===== config.mk =====
export PLATFORM = sky130hd
export DESIGN_NAME = dcache_word_lane
export DESIGN_NICKNAME = d
export VERILOG_FILES = /design/src/source/dcache_pkg.sv /design/src/source/dcache_word_lane.sv
export VERILOG_INCLUDE_DIRS = /design/src /design/src/source
export SDC_FILE = /design/constraint.sdc
export NUM_CORES = 1
export LEC_CHECK = 0
export BUFFER_PORTS_ARGS = -buffer_cell sky130_fd_sc_hd__buf_4
export CAP_MARGIN = 0
export CORE_AREA = 2 2 104 106
export DETAILED_ROUTE_END_ITERATION = 7
export DIE_AREA = 0 0 106 108
export PLACE_DENSITY = 0.79
export SYNTH_ARGS = -nofsm -noshare
export SYNTH_HDL_FRONTEND = slang
export SYNTH_SLANG_ARGS = --single-unit

===== constraint.sdc =====
create_clock -name vclk -period 2.2
set_clock_uncertainty 0.1 [all_clocks]
set_input_delay 0.33 -clock vclk [all_inputs]
set_output_delay 0.33 -clock vclk [all_outputs]
set_load 0.02 [all_outputs]

===== src/source/dcache_params.svh =====
`ifndef DCACHE_PARAMS_SVH
`define DCACHE_PARAMS_SVH

// byte address width on both buses
`define DC_ADDR_W 32

// data word width, one memory beat
`define DC_WORD_W 64

// bytes held by one cache line
`define DC_LINE_BYTES 64

// sets per way, kept small to force conflicts
`define DC_SETS 16

// memory transfers needed to move one line
`define DC_BEATS (`DC_LINE_BYTES / 8)

`endif


===== src/source/dcache_pkg.sv =====
`include "dcache_params.svh"

package dcache_pkg;

	typedef logic [`DC_ADDR_W-1:0] addr_t; // byte address
	typedef logic [`DC_WORD_W-1:0] word_t; // one data word

	typedef logic [$clog2(`DC_SETS)-1:0] index_t; // set index
	typedef logic [$clog2(`DC_LINE_BYTES)-1:0] offset_t; // byte within line

	// tag is whatever remains above index and offset
	typedef logic [`DC_ADDR_W-$clog2(`DC_SETS)-$clog2(`DC_LINE_BYTES)-1:0] tag_t;

	typedef logic [$clog2(`DC_BEATS)-1:0] beat_t; // word within line
	typedef logic [`DC_WORD_W/8-1:0] bsel_t; // byte enables of a word

	typedef enum logic [1:0] {
		size_byte  = 2'd0,
		size_half  = 2'd1,
		size_word  = 2'd2,
		size_dword = 2'd3
	} size_t;

	typedef enum logic [1:0] {
		st_idle       = 2'd0, // waiting for a cpu request
		st_ack        = 2'd1, // hit answered this cycle
		st_write_back = 2'd2, // dirty victim going out
		st_fill       = 2'd3  // new line coming in
	} ctrl_state_t;

endpackage


===== src/source/dcache_word_lane.sv =====
`timescale 1ns/100ps

module dcache_word_lane (
	input  logic              [2:0] offset,
	input  dcache_pkg::size_t size,
	input  logic              is_unsigned,
	input  dcache_pkg::word_t store_data,
	input  dcache_pkg::word_t line_word,
	output dcache_pkg::bsel_t be,
	output dcache_pkg::word_t lane_data,
	output dcache_pkg::word_t load_data
);
	import dcache_pkg::*;

	logic [5:0] shamt; // byte offset in bits
	word_t aligned;

	assign shamt = {offset, 3'b000};
	assign lane_data = store_data << shamt; // store bytes into their lane
	assign aligned = line_word >> shamt;

	always_comb begin
		case (size)
			size_byte: be = bsel_t'(8'h01) << offset;
			size_half: be = bsel_t'(8'h03) << offset;
			size_word: be = bsel_t'(8'h0f) << offset;
			default:   be = 8'hff;
		endcase
	end

	// zero or sign fill above the addressed bytes
	always_comb begin
		case (size)
			size_byte: load_data = {{56{~is_unsigned & aligned[7]}}, aligned[7:0]};
			size_half: load_data = {{48{~is_unsigned & aligned[15]}}, aligned[15:0]};
			size_word: load_data = {{32{~is_unsigned & aligned[31]}}, aligned[31:0]};
			default:   load_data = aligned; // full word, nothing to extend
		endcase
	end

endmodule


==> qor.txt <==
Slew @ Worst Pin -> 0.470 ns
layout cells sized above 1 -> 52.2%
Die Area -> 11400 µm²
Max-Cap Viols -> 0
routed wire length -> 19.9 mm
# DRC -> 0
worst hold stages -> 3
cell row count -> 37
Max Clk Rate -> 0.458 GHz
post-route ant nets -> 0
worst min path class -> input port to output port
cell internal pwr -> 0.940 mW
Final Non-Filler Cells -> 952
grt total ovfl -> 0
crit end category -> output port
core area -> 10200 µm²
hold path endpoint -> lane_data[1]
Tot GR Track Use -> 31.4%
DRT iter0 DRCs -> 718
total power -> 1.94 mW
final core occ -> 69.2%
distinct cell type count after synthesis -> 49
Post-Route M1 WL -> 7.82 mm
# clk buffers -> 0
startpoint types -> input port
outcome -> finished clean
seq_cells -> 0
final setup vio count -> 0
DIE WIDTH -> 106 µm
fin crit period -> 2.18 ns
vias in the first global route -> 5495
Seq pwr share -> 0%
cell breakdown of the critical path -> buf_8, mux2i_4, o22ai_4, o211ai_4, buf_12, clkbuf_16, o2111ai_1, buf_4
Power Dens Cells -> 274 nW/µm²
worst-path fanout max -> 17
synthesized area per cell -> 8.05 µm²
Sw Share -> 51.6%
unrepaired setup endpoints after global routing -> yes
Highest Signal Layer -> met4
CP arrival -> 1.75 ns
met2 routed WL -> 9.84 mm
Crit path max-delay family -> buffers and inverters
WL met3 -> 1.51 mm
Setup CP Type -> input port to output port
Die Y -> 108 µm
Fin Hold WS -> 0.911 ns
wire length per cell -> 21.0 µm
Register Area -> 0 µm²
Worst Path Buf+Inv -> 4
Synth Cell Area -> 4360 µm²
Initial Utilization -> 42.6%
Final Cycle Share -> 99.2%
HP Start -> store_data[1]
Placed Cells -> 938
Synth Instances -> 541
dpl hpwl -> 15.3 mm
Ys Warns -> 0
most frequent cell after synthesis -> nand2_1
Slew HR -> 68.7%
clock power share -> 0%
post-synth top area share -> 25.9%
post-synthesis sequential area ratio -> 0%
largest net degree at the start of global routing -> 52
RD Place Congestion -> 0.949
Post-Syn Nets -> 681
Setup TNS Final -> 0 ns
Peak VDD IR -> 0.000203 V
DR vias -> 5859
ANT cells -> 0
Max stage delay on crit path -> 0.31 ns
Final Slew Violations -> 0
initial antenna violation count -> 0
Post-synth top cells -> nand2_1, mux2i_1, nor2_1, mux4_2
DRT Pass-1 Iters -> 5
slowest CP cell -> mux2i_4
leakage power figure -> 3.49 nW
first-pass GRT wire length -> 29.1 mm
IO buf count -> 270
Req. time, crit path -> 1.77 ns
Gate power share -> 100.0%
top post-synthesis cells by area -> mux4_2, mux2i_1, nand2_1
post-DR vias/cell -> 6.15
Area Overhead vs Synth -> 62.5%
Synth area leader -> mux4_2
Psw -> 1.00 mW
fin nets -> 958
Final Hold Viols -> 0
I/O pin cnt -> 270
[how the worst max path moves through the flow]
stage | start | to | depth (start not counted)
floorplan | offset[1] | lane_data[40] | 6
global placement | offset[1] | lane_data[49] | 8
detailed placement | offset[2] | load_data[52] | 7
CTS | offset[1] | load_data[28] | 8
global route | offset[1] | load_data[54] | 8
finish | offset[1] | load_data[51] | 8
[power groups by stage]
stage                     sequential [mW]  combinational (mW)  clock [mW]
after detailed placement                0                1.85           0
after floorplan                         0                1.05           0
after CTS                               0                1.86           0
after global routing                    0                2.05           0
final                                   0                1.94           0
after global placement                  0                1.82           0
[per-layer routing]
metal,global-route usage [%],vias up
li1,-,2620
met5,0,-
met2,54.9,351
met1,40.6,2820
met3,3.98,68
met4,9.77,0
[cells in the final DEF (no fill, tap or decap), drive strengths merged]
| master | n |
|---|---|
| buf | 335 |
| nor2 | 65 |
| a211o | 1 |
| nand2 | 83 |
| a2bb2oi | 7 |
| nor2b | 4 |
| o22ai | 11 |
| ha | 6 |
| o32ai | 2 |
| clkbuf | 6 |
| o21ai | 35 |
| or2 | 5 |
| o2bb2ai | 7 |
| and2 | 9 |
| nand2b | 3 |
| nand3b | 1 |
| a21oi | 32 |
| mux2i | 78 |
| a21o | 1 |
| nand4 | 24 |
| inv | 4 |
| or3b | 1 |
| a31oi | 1 |
| mux2 | 10 |
| o211ai | 19 |
| nand3 | 2 |
| mux4 | 50 |
| o2111ai | 8 |
| o21bai | 4 |
| o221ai | 1 |
| nand4bb | 1 |
[cells by family after synthesis]
group	count (synthesis)	share of synthesized area (%)
and+or+nand+nor	198	20.4
muxes	138	46.7
buffers and inverters	70	11.2
AOI/OAI and AO/OA	129	19.9
adders and majority gates	6	1.72
[layout make-up]
cell class	count	area, µm²
inverters	4	15.0
multi-input cells	471	3960
repair buffers	341	2930
well taps	136	170
fillers	846	3150
[tightest hold or removal path, cell delays in order]
cell,delay [ns]
buf_4,0.10
and2_1,0.11
buf_4,0.13
[stage by stage]
step	worst slack, ns	instance area, µm²
6_report	0.0174	7080
2_1_floorplan	0.0922	4360
3_3_place_gp	0.0409	6690
5_1_grt	-0.0186	7080
4_1_cts	0.00797	6770
3_5_place_dp	-0.0301	6690
[repair_timing]
item,CTS,global route
hold buffers,0,0
pin swaps,1,5
setup buffers,2,5
resized for setup,3,20
cloned,1,6
setup endpoints to repair,12,64
endpoints found under the hold margin,0,0
No activity file was read; power rests on OpenSTA's default activity.
