[src/source/dcache_params.svh]
`ifndef DCACHE_PARAMS_SVH
`define DCACHE_PARAMS_SVH

// byte address width on both buses
`define DC_ADDR_W 32

// data word width, one memory beat
`define DC_WORD_W 64

// bytes held by one cache line
`define DC_LINE_BYTES 64

// sets per way, kept small to force conflicts
`define DC_SETS 16

// memory transfers needed to move one line
`define DC_BEATS (`DC_LINE_BYTES / 8)

`endif

[src/source/dcache_pkg.sv]
`include "dcache_params.svh"

package dcache_pkg;

	typedef logic [`DC_ADDR_W-1:0] addr_t; // byte address
	typedef logic [`DC_WORD_W-1:0] word_t; // one data word

	typedef logic [$clog2(`DC_SETS)-1:0] index_t; // set index
	typedef logic [$clog2(`DC_LINE_BYTES)-1:0] offset_t; // byte within line

	// tag is whatever remains above index and offset
	typedef logic [`DC_ADDR_W-$clog2(`DC_SETS)-$clog2(`DC_LINE_BYTES)-1:0] tag_t;

	typedef logic [$clog2(`DC_BEATS)-1:0] beat_t; // word within line
	typedef logic [`DC_WORD_W/8-1:0] bsel_t; // byte enables of a word

	typedef enum logic [1:0] {
		size_byte  = 2'd0,
		size_half  = 2'd1,
		size_word  = 2'd2,
		size_dword = 2'd3
	} size_t;

	typedef enum logic [1:0] {
		st_idle       = 2'd0, // waiting for a cpu request
		st_ack        = 2'd1, // hit answered this cycle
		st_write_back = 2'd2, // dirty victim going out
		st_fill       = 2'd3  // new line coming in
	} ctrl_state_t;

endpackage

[src/source/dcache_ctrl.sv]
`timescale 1ns/100ps
`include "dcache_params.svh"

module dcache_ctrl (
	input  logic               clk,
	input  logic               arst_n,
	input  logic               cpu_cyc,
	input  logic               cpu_stb,
	input  logic               cpu_we,
	input  dcache_pkg::addr_t  cpu_adr,
	output dcache_pkg::word_t  cpu_dat_r,
	output logic               cpu_ack,
	output logic               mem_cyc,
	output logic               mem_stb,
	output logic               mem_we,
	output dcache_pkg::addr_t  mem_adr,
	output dcache_pkg::word_t  mem_dat_w,
	input  dcache_pkg::word_t  mem_dat_r,
	input  logic               mem_ack,
	output dcache_pkg::index_t index,
	output dcache_pkg::tag_t   tag,
	output logic               fill_en,
	output logic               fill_way,
	output logic               dirty_set_en,
	output logic               dirty_way,
	output logic               lru_touch_en,
	input  logic               hit,
	input  logic               hit_way,
	input  logic               victim_way,
	input  logic               victim_dirty,
	input  dcache_pkg::tag_t   victim_tag,
	output logic               way,
	output dcache_pkg::beat_t  word_sel,
	output logic               wr_en,
	output dcache_pkg::bsel_t  be,
	output dcache_pkg::word_t  wr_data,
	input  dcache_pkg::word_t  rd_data,
	input  dcache_pkg::bsel_t  be_lane,
	input  dcache_pkg::word_t  lane_data,
	input  dcache_pkg::word_t  load_data
);
	import dcache_pkg::*;

	localparam int OFF_W = $bits(offset_t);
	localparam int IDX_W = $bits(index_t);
	localparam int BEAT_W = $bits(beat_t);
	localparam int BYTE_W = OFF_W - BEAT_W; // byte within a word

	ctrl_state_t state, state_nxt;
	beat_t beat;
	logic req, lookup_hit, in_burst, last_beat;

	assign req = cpu_cyc && cpu_stb && (state == st_idle);
	assign lookup_hit = req && hit;
	assign in_burst = (state == st_write_back) || (state == st_fill);
	assign last_beat = (beat == beat_t'(`DC_BEATS - 1));

	assign index = cpu_adr[OFF_W +: IDX_W];
	assign tag = cpu_adr[$bits(addr_t)-1 -: $bits(tag_t)];

	always_comb begin
		state_nxt = state;
		case (state)
			st_idle: begin
				if (req) begin
					if (hit) begin
						state_nxt = st_ack;
					end else if (victim_dirty) begin
						state_nxt = st_write_back;
					end else begin
						state_nxt = st_fill;
					end
				end
			end
			st_ack: state_nxt = st_idle;
			st_write_back: if (mem_ack && last_beat) state_nxt = st_fill;
			st_fill: if (mem_ack && last_beat) state_nxt = st_idle; // request looks up again
			default: state_nxt = st_idle;
		endcase
	end

	always_ff @(posedge clk or negedge arst_n) begin
		if (!arst_n) begin
			state <= st_idle;
			beat <= '0;
		end else begin
			state <= state_nxt;
			if (!in_burst) begin
				beat <= '0;
			end else if (mem_ack) begin
				beat <= beat + 1'b1; // wraps to 0 between writeback and fill
			end
		end
	end

	// load result captured on the sampling edge
	always_ff @(posedge clk) begin
		if (lookup_hit && !cpu_we) begin
			cpu_dat_r <= load_data;
		end
	end

	assign cpu_ack = (state == st_ack);

	// one classic cycle per beat, stb held across the burst
	assign mem_cyc = in_burst;
	assign mem_stb = in_burst;
	assign mem_we = (state == st_write_back);
	assign mem_adr = {(state == st_write_back) ? victim_tag : tag, index, beat,
		{BYTE_W{1'b0}}};
	assign mem_dat_w = rd_data; // victim word selected by beat

	assign fill_en = (state == st_fill) && mem_ack && last_beat;
	assign fill_way = victim_way;
	assign dirty_set_en = lookup_hit && cpu_we;
	assign dirty_way = hit_way;
	assign lru_touch_en = lookup_hit;

	// data store shared by store hits, refill and writeback
	assign way = (state == st_idle) ? hit_way : victim_way;
	assign word_sel = (state == st_idle) ? cpu_adr[OFF_W-1 -: BEAT_W] : beat;
	assign wr_en = dirty_set_en || ((state == st_fill) && mem_ack);
	assign be = (state == st_fill) ? '1 : be_lane;
	assign wr_data = (state == st_fill) ? mem_dat_r : lane_data;

endmodule

[config.mk]
export PLATFORM = sky130hd
export DESIGN_NAME = dcache_ctrl
export DESIGN_NICKNAME = d
export VERILOG_FILES = /design/src/source/dcache_pkg.sv /design/src/source/dcache_ctrl.sv
export VERILOG_INCLUDE_DIRS = /design/src /design/src/source
export SDC_FILE = /design/constraint.sdc
export NUM_CORES = 1
export LEC_CHECK = 0
export BUFFER_PORTS_ARGS = -buffer_cell sky130_fd_sc_hd__buf_2
export CAP_MARGIN = 20
export CORE_AREA = 2 2 231 233
export DETAILED_ROUTE_END_ITERATION = 6
export DIE_AREA = 0 0 233 235
export SYNTH_ARGS = -nofsm -noshare
export SYNTH_HDL_FRONTEND = slang
export SYNTH_SLANG_ARGS = --single-unit
[constraint.sdc]
create_clock -name clk -period 10 [get_ports clk]
set_input_delay 2 -clock clk [delete_from_list [all_inputs] [get_ports clk]]
set_output_delay 2 -clock clk [all_outputs]
set_load 0.03 [all_outputs]
==> summary.md <==
| Metric | Value |
|---|---|
| Run status | `completed` |
| FMAX | `~210 MHz` |
| Met1 capacity usage during global routing | `6.84%` |
| Number of standard cells in the final layout excluding fillers | `between 1,000 and 1,500` |
| TritonCTS clock tree | `built` |
| Combined buffer and inverter count along the critical path | `2` |
| Worst hold slack across all endpoints | `0.650 ns` |
| Via count of the first global-routing pass | `3,895` |
| Part of the cycle the worst path needs | `a little under half` |
| Max stage delay cell, worst path | `sky130_fd_sc_hd__nand4bb_1` |
| Global Route met3 Usage | `3.62%` |
| DPL Wire Length | `17,500 µm` |
| Post-Route Skew | `~0.0066 ns` |
| Number of detailed-routing iterations run before antenna repair | `4` |
| Total number of cells along the worst setup path | `4` |
| Worst Slack Setup Final | `5.22 ns` |
| Total Power | `1.53 mW` |
| Largest net degree at the start of global routing | `65` |
| Maximum single-stage delay on the critical path | `around 0.23 ns` |
| CP required | `~8.0 ns` |
| Die Footprint | `54,800 µm²` |
| Number of levels in the clock H-tree | `3` |
| Hold_sp | `beat[1]` |
| IO Count | `600` |
| Biggest fanout along the worst timing path | `5` |
| Number of enable flip-flop cells after synthesis | `between 60 and 70` |
| # hold bufs at CTS | `0` |
| Remaining routing DRC violations | `0` |
| Mean instance size in the synthesized netlist | `14.5 µm²` |
| Period minus WS final | `~4.8 ns` |
| Layout cells sized above 1 | `roughly 84%` |
| Final number of hold-violating endpoints | `0` |
| Actual slew at the worst max-slew pin | `0.969 ns` |
| Placed insts | `1,341` |
| Initial Util | `8.61%` |
| Cell repeated most along the worst path | `sky130_fd_sc_hd__buf_2` |
| WHS Path Cells | `2` |
| Critical register-to-register path startpoint | `state[1]` |
| Largest delay share family, worst path | `buffers and inverters` |
| Number of warnings reported in the yosys synthesis log | `0` |
| Post-CTS repair timing setup buffer count | `0` |
| Post-placement worst setup slack | `around 5.2 ns` |
| Clock buffer count from CTS | `9` |
| Class of the tightest hold or removal check | `reg2reg` |
| Critical path endpoint category | `output pin` |
| Share of flip-flops with an asynchronous set or reset | `7.25%` |
| Post-detailed-route count of antenna-violating nets | `0` |
| 1st-iter DRT viols | `129` |
| Overflow left after global routing | `0` |
| Post-route cell area | `7040 µm²` |
| Core Util, Final | `13.5%` |
| Routed len/inst | `14.7 µm` |
| Vertical die dimension | `235 µm` |
| Sequential power share | `a little under a quarter` |
| Mapped Area | `around 4500 µm²` |
| Endpoints failing setup | `0` |
| Peak-usage layer in the global routing report | `met2` |
| Cells along the critical path | `buf_2 > nand4bb_1 > o21ai_0 > buf_2` |
| Post-CTS sizing | `0` |
| Routing usage on met2 | `a little over a tenth` |
| Static leakage | `3.41 nW` |
| Global placer's final weighted congestion | `~0.73` |
| Arrival @ worst endpoint | `2.78 ns` |
| Floorplan die width | `233 µm` |
| Proportion of synthesized chip area in sequential cells | `45.5%` |
| Setup TNS | `0 ns` |
| Number of cells on the worst reg-to-reg path | `3` |
| Clock Pin Slew Worst Setup and Hold Paths | `0.06 ns` |
| Share of total power consumed by net switching | `between 40% and 50%` |
| Core box area | `52,200 µm²` |
| Vias post-DR | `3,863` |
| Number of maximum-capacitance constraint violations | `0` |
| Buffer cell driving the clock tree root | `sky130_fd_sc_hd__clkbuf_16` |
| All-layer global routing usage | `approximately 6.7%` |
| Kind of critical path | `in2out` |
| Synth cell types | `27` |
| PwrDens | `approximately 220 nW/µm²` |
| Cell-internal power | `0.857 mW` |
| Crit path from | `cpu_stb` |
| Most used flip-flop cell after synthesis | `sky130_fd_sc_hd__edfxtp_1` |
| Number of max-slew violations in the final report | `0` |
| Relative contribution of the clock network to total power | `between 20% and 30%` |
| Number of cells produced by synthesis | `slightly above 300` |
| Count of clock tree sinks | `between 60 and 70` |
| Port Buffers | `453` |
| Buffer depth of the longest clock path | `2` |
| Antenna violations before repair | `8` |
| WL final | `20,000 µm` |
| Clock latency at the later pin of the worst-skew pair | `0.34 ns` |
| Ratio of routed vias to standard cells | `2.84` |
| Setup repair after global routing missed its margin | `no` |
| Net switching power figure | `0.670 mW` |
| Number of synthesized register bits | `between 60 and 70` |
| Worst slew margin | `35.3%` |
| Cell Area, Placed | `approximately 6700 µm²` |
| Global-route wire length before repair | `between 20,000 and 30,000 µm` |
| FP Rows | `84` |
| Area added between synthesis and finish | `56.6%` |
| Post-layout net count | `994` |
| Critical path launch point type | `input port` |
| Max IR drop VDD | `200 µV` |
| Combinational share of power | `55.8%` |
## worst reg2reg max path, cell delays in order, from the launching register on
cell                        delay (ns)
sky130_fd_sc_hd__dfrtp_1          0.53
sky130_fd_sc_hd__nand4bb_1        0.39
sky130_fd_sc_hd__nor3_2           0.17
sky130_fd_sc_hd__buf_4            0.67
## state kept, by name, summed over array words and instances (netlist names)
signal / flops
state: 2
beat: 3
cpu_dat_r: 64
## path summary, 6_finish.rpt
check	end	slack, ns
worst max register to register	cpu_dat_r[62]	7.80
worst min register to register	beat[1]	0.65
min in group asynchronous	state[0]	1.47
max in group asynchronous	beat[0]	8.39
worst min-delay path	beat[1]	0.65
worst max-delay path	wr_en	5.22
## synthesized netlist by cell type, drive strengths merged, types with 2 or more instances
cell / n / area share (%)
buf: 113 / 20
and2: 2 / 0.28
edfxtp: 64 / 43
dfrtp: 5 / 2.8
mux2: 90 / 28
nand3: 2 / 0.22
clkbuf: 2 / 0.17
mux2i: 2 / 0.44
nor2: 4 / 0.33
ha: 2 / 0.56
nand2: 2 / 0.33
nand2b: 8 / 1.1
nor2b: 6 / 0.83
## cells by family after synthesis
| logic type | share of synthesized area [%] |
|---|---|
| buf+inv | 20.7 |
| simple gates | 3.67 |
| xor+xnor | 0.195 |
| flops | 45.5 |
| compound gates | 0.528 |
| mux | 28.7 |
| other cells | 0.0833 |
| fa+ha+maj | 0.556 |
## metal layers
layer	share of wire (%)	up-vias
li1	-	1703
met2	46	367
met4	3.6	6
met5	0.49	-
met1	36	1752
met3	14	35
## power by group through the flow
stage	registers (mW)	clock network, mW	logic [mW]
final	0.348	0.327	0.852
after global routing	0.350	0.351	0.903
after CTS	0.347	0.341	0.866
after detailed placement	0.353	0	0.864
after global placement	0.352	0	0.856
after floorplan	0.360	0	0.716
## layout make-up
cell class,count,area [µm²]
fill,5886,45200
timing repair buffer,455,2280
sequential,69,2050
multi-input combinational,128,1540
tap,688,861
clock buffer,9,225
clock inverter,7,78.8
antenna,3,7.51
inverter,1,3.75
## placed cells by master (no fill, tap or decap), drive strengths merged
master   instances
inv              5
edfxtp          64
nand2b           8
diode            3
nand4bb          1
nand4b           1
clkbuf           9
bufinv           1
o21ai            1
clkinv           2
ha               2
nand3            2
conb             3
mux2            90
nand2            2
buf            455
nor3             1
xor2             1
and2             2
mux2i            2
nor2b            6
o221ai           1
nor2             4
dfrtp            5
a32o             1
Power figures use the tool's default switching activity.
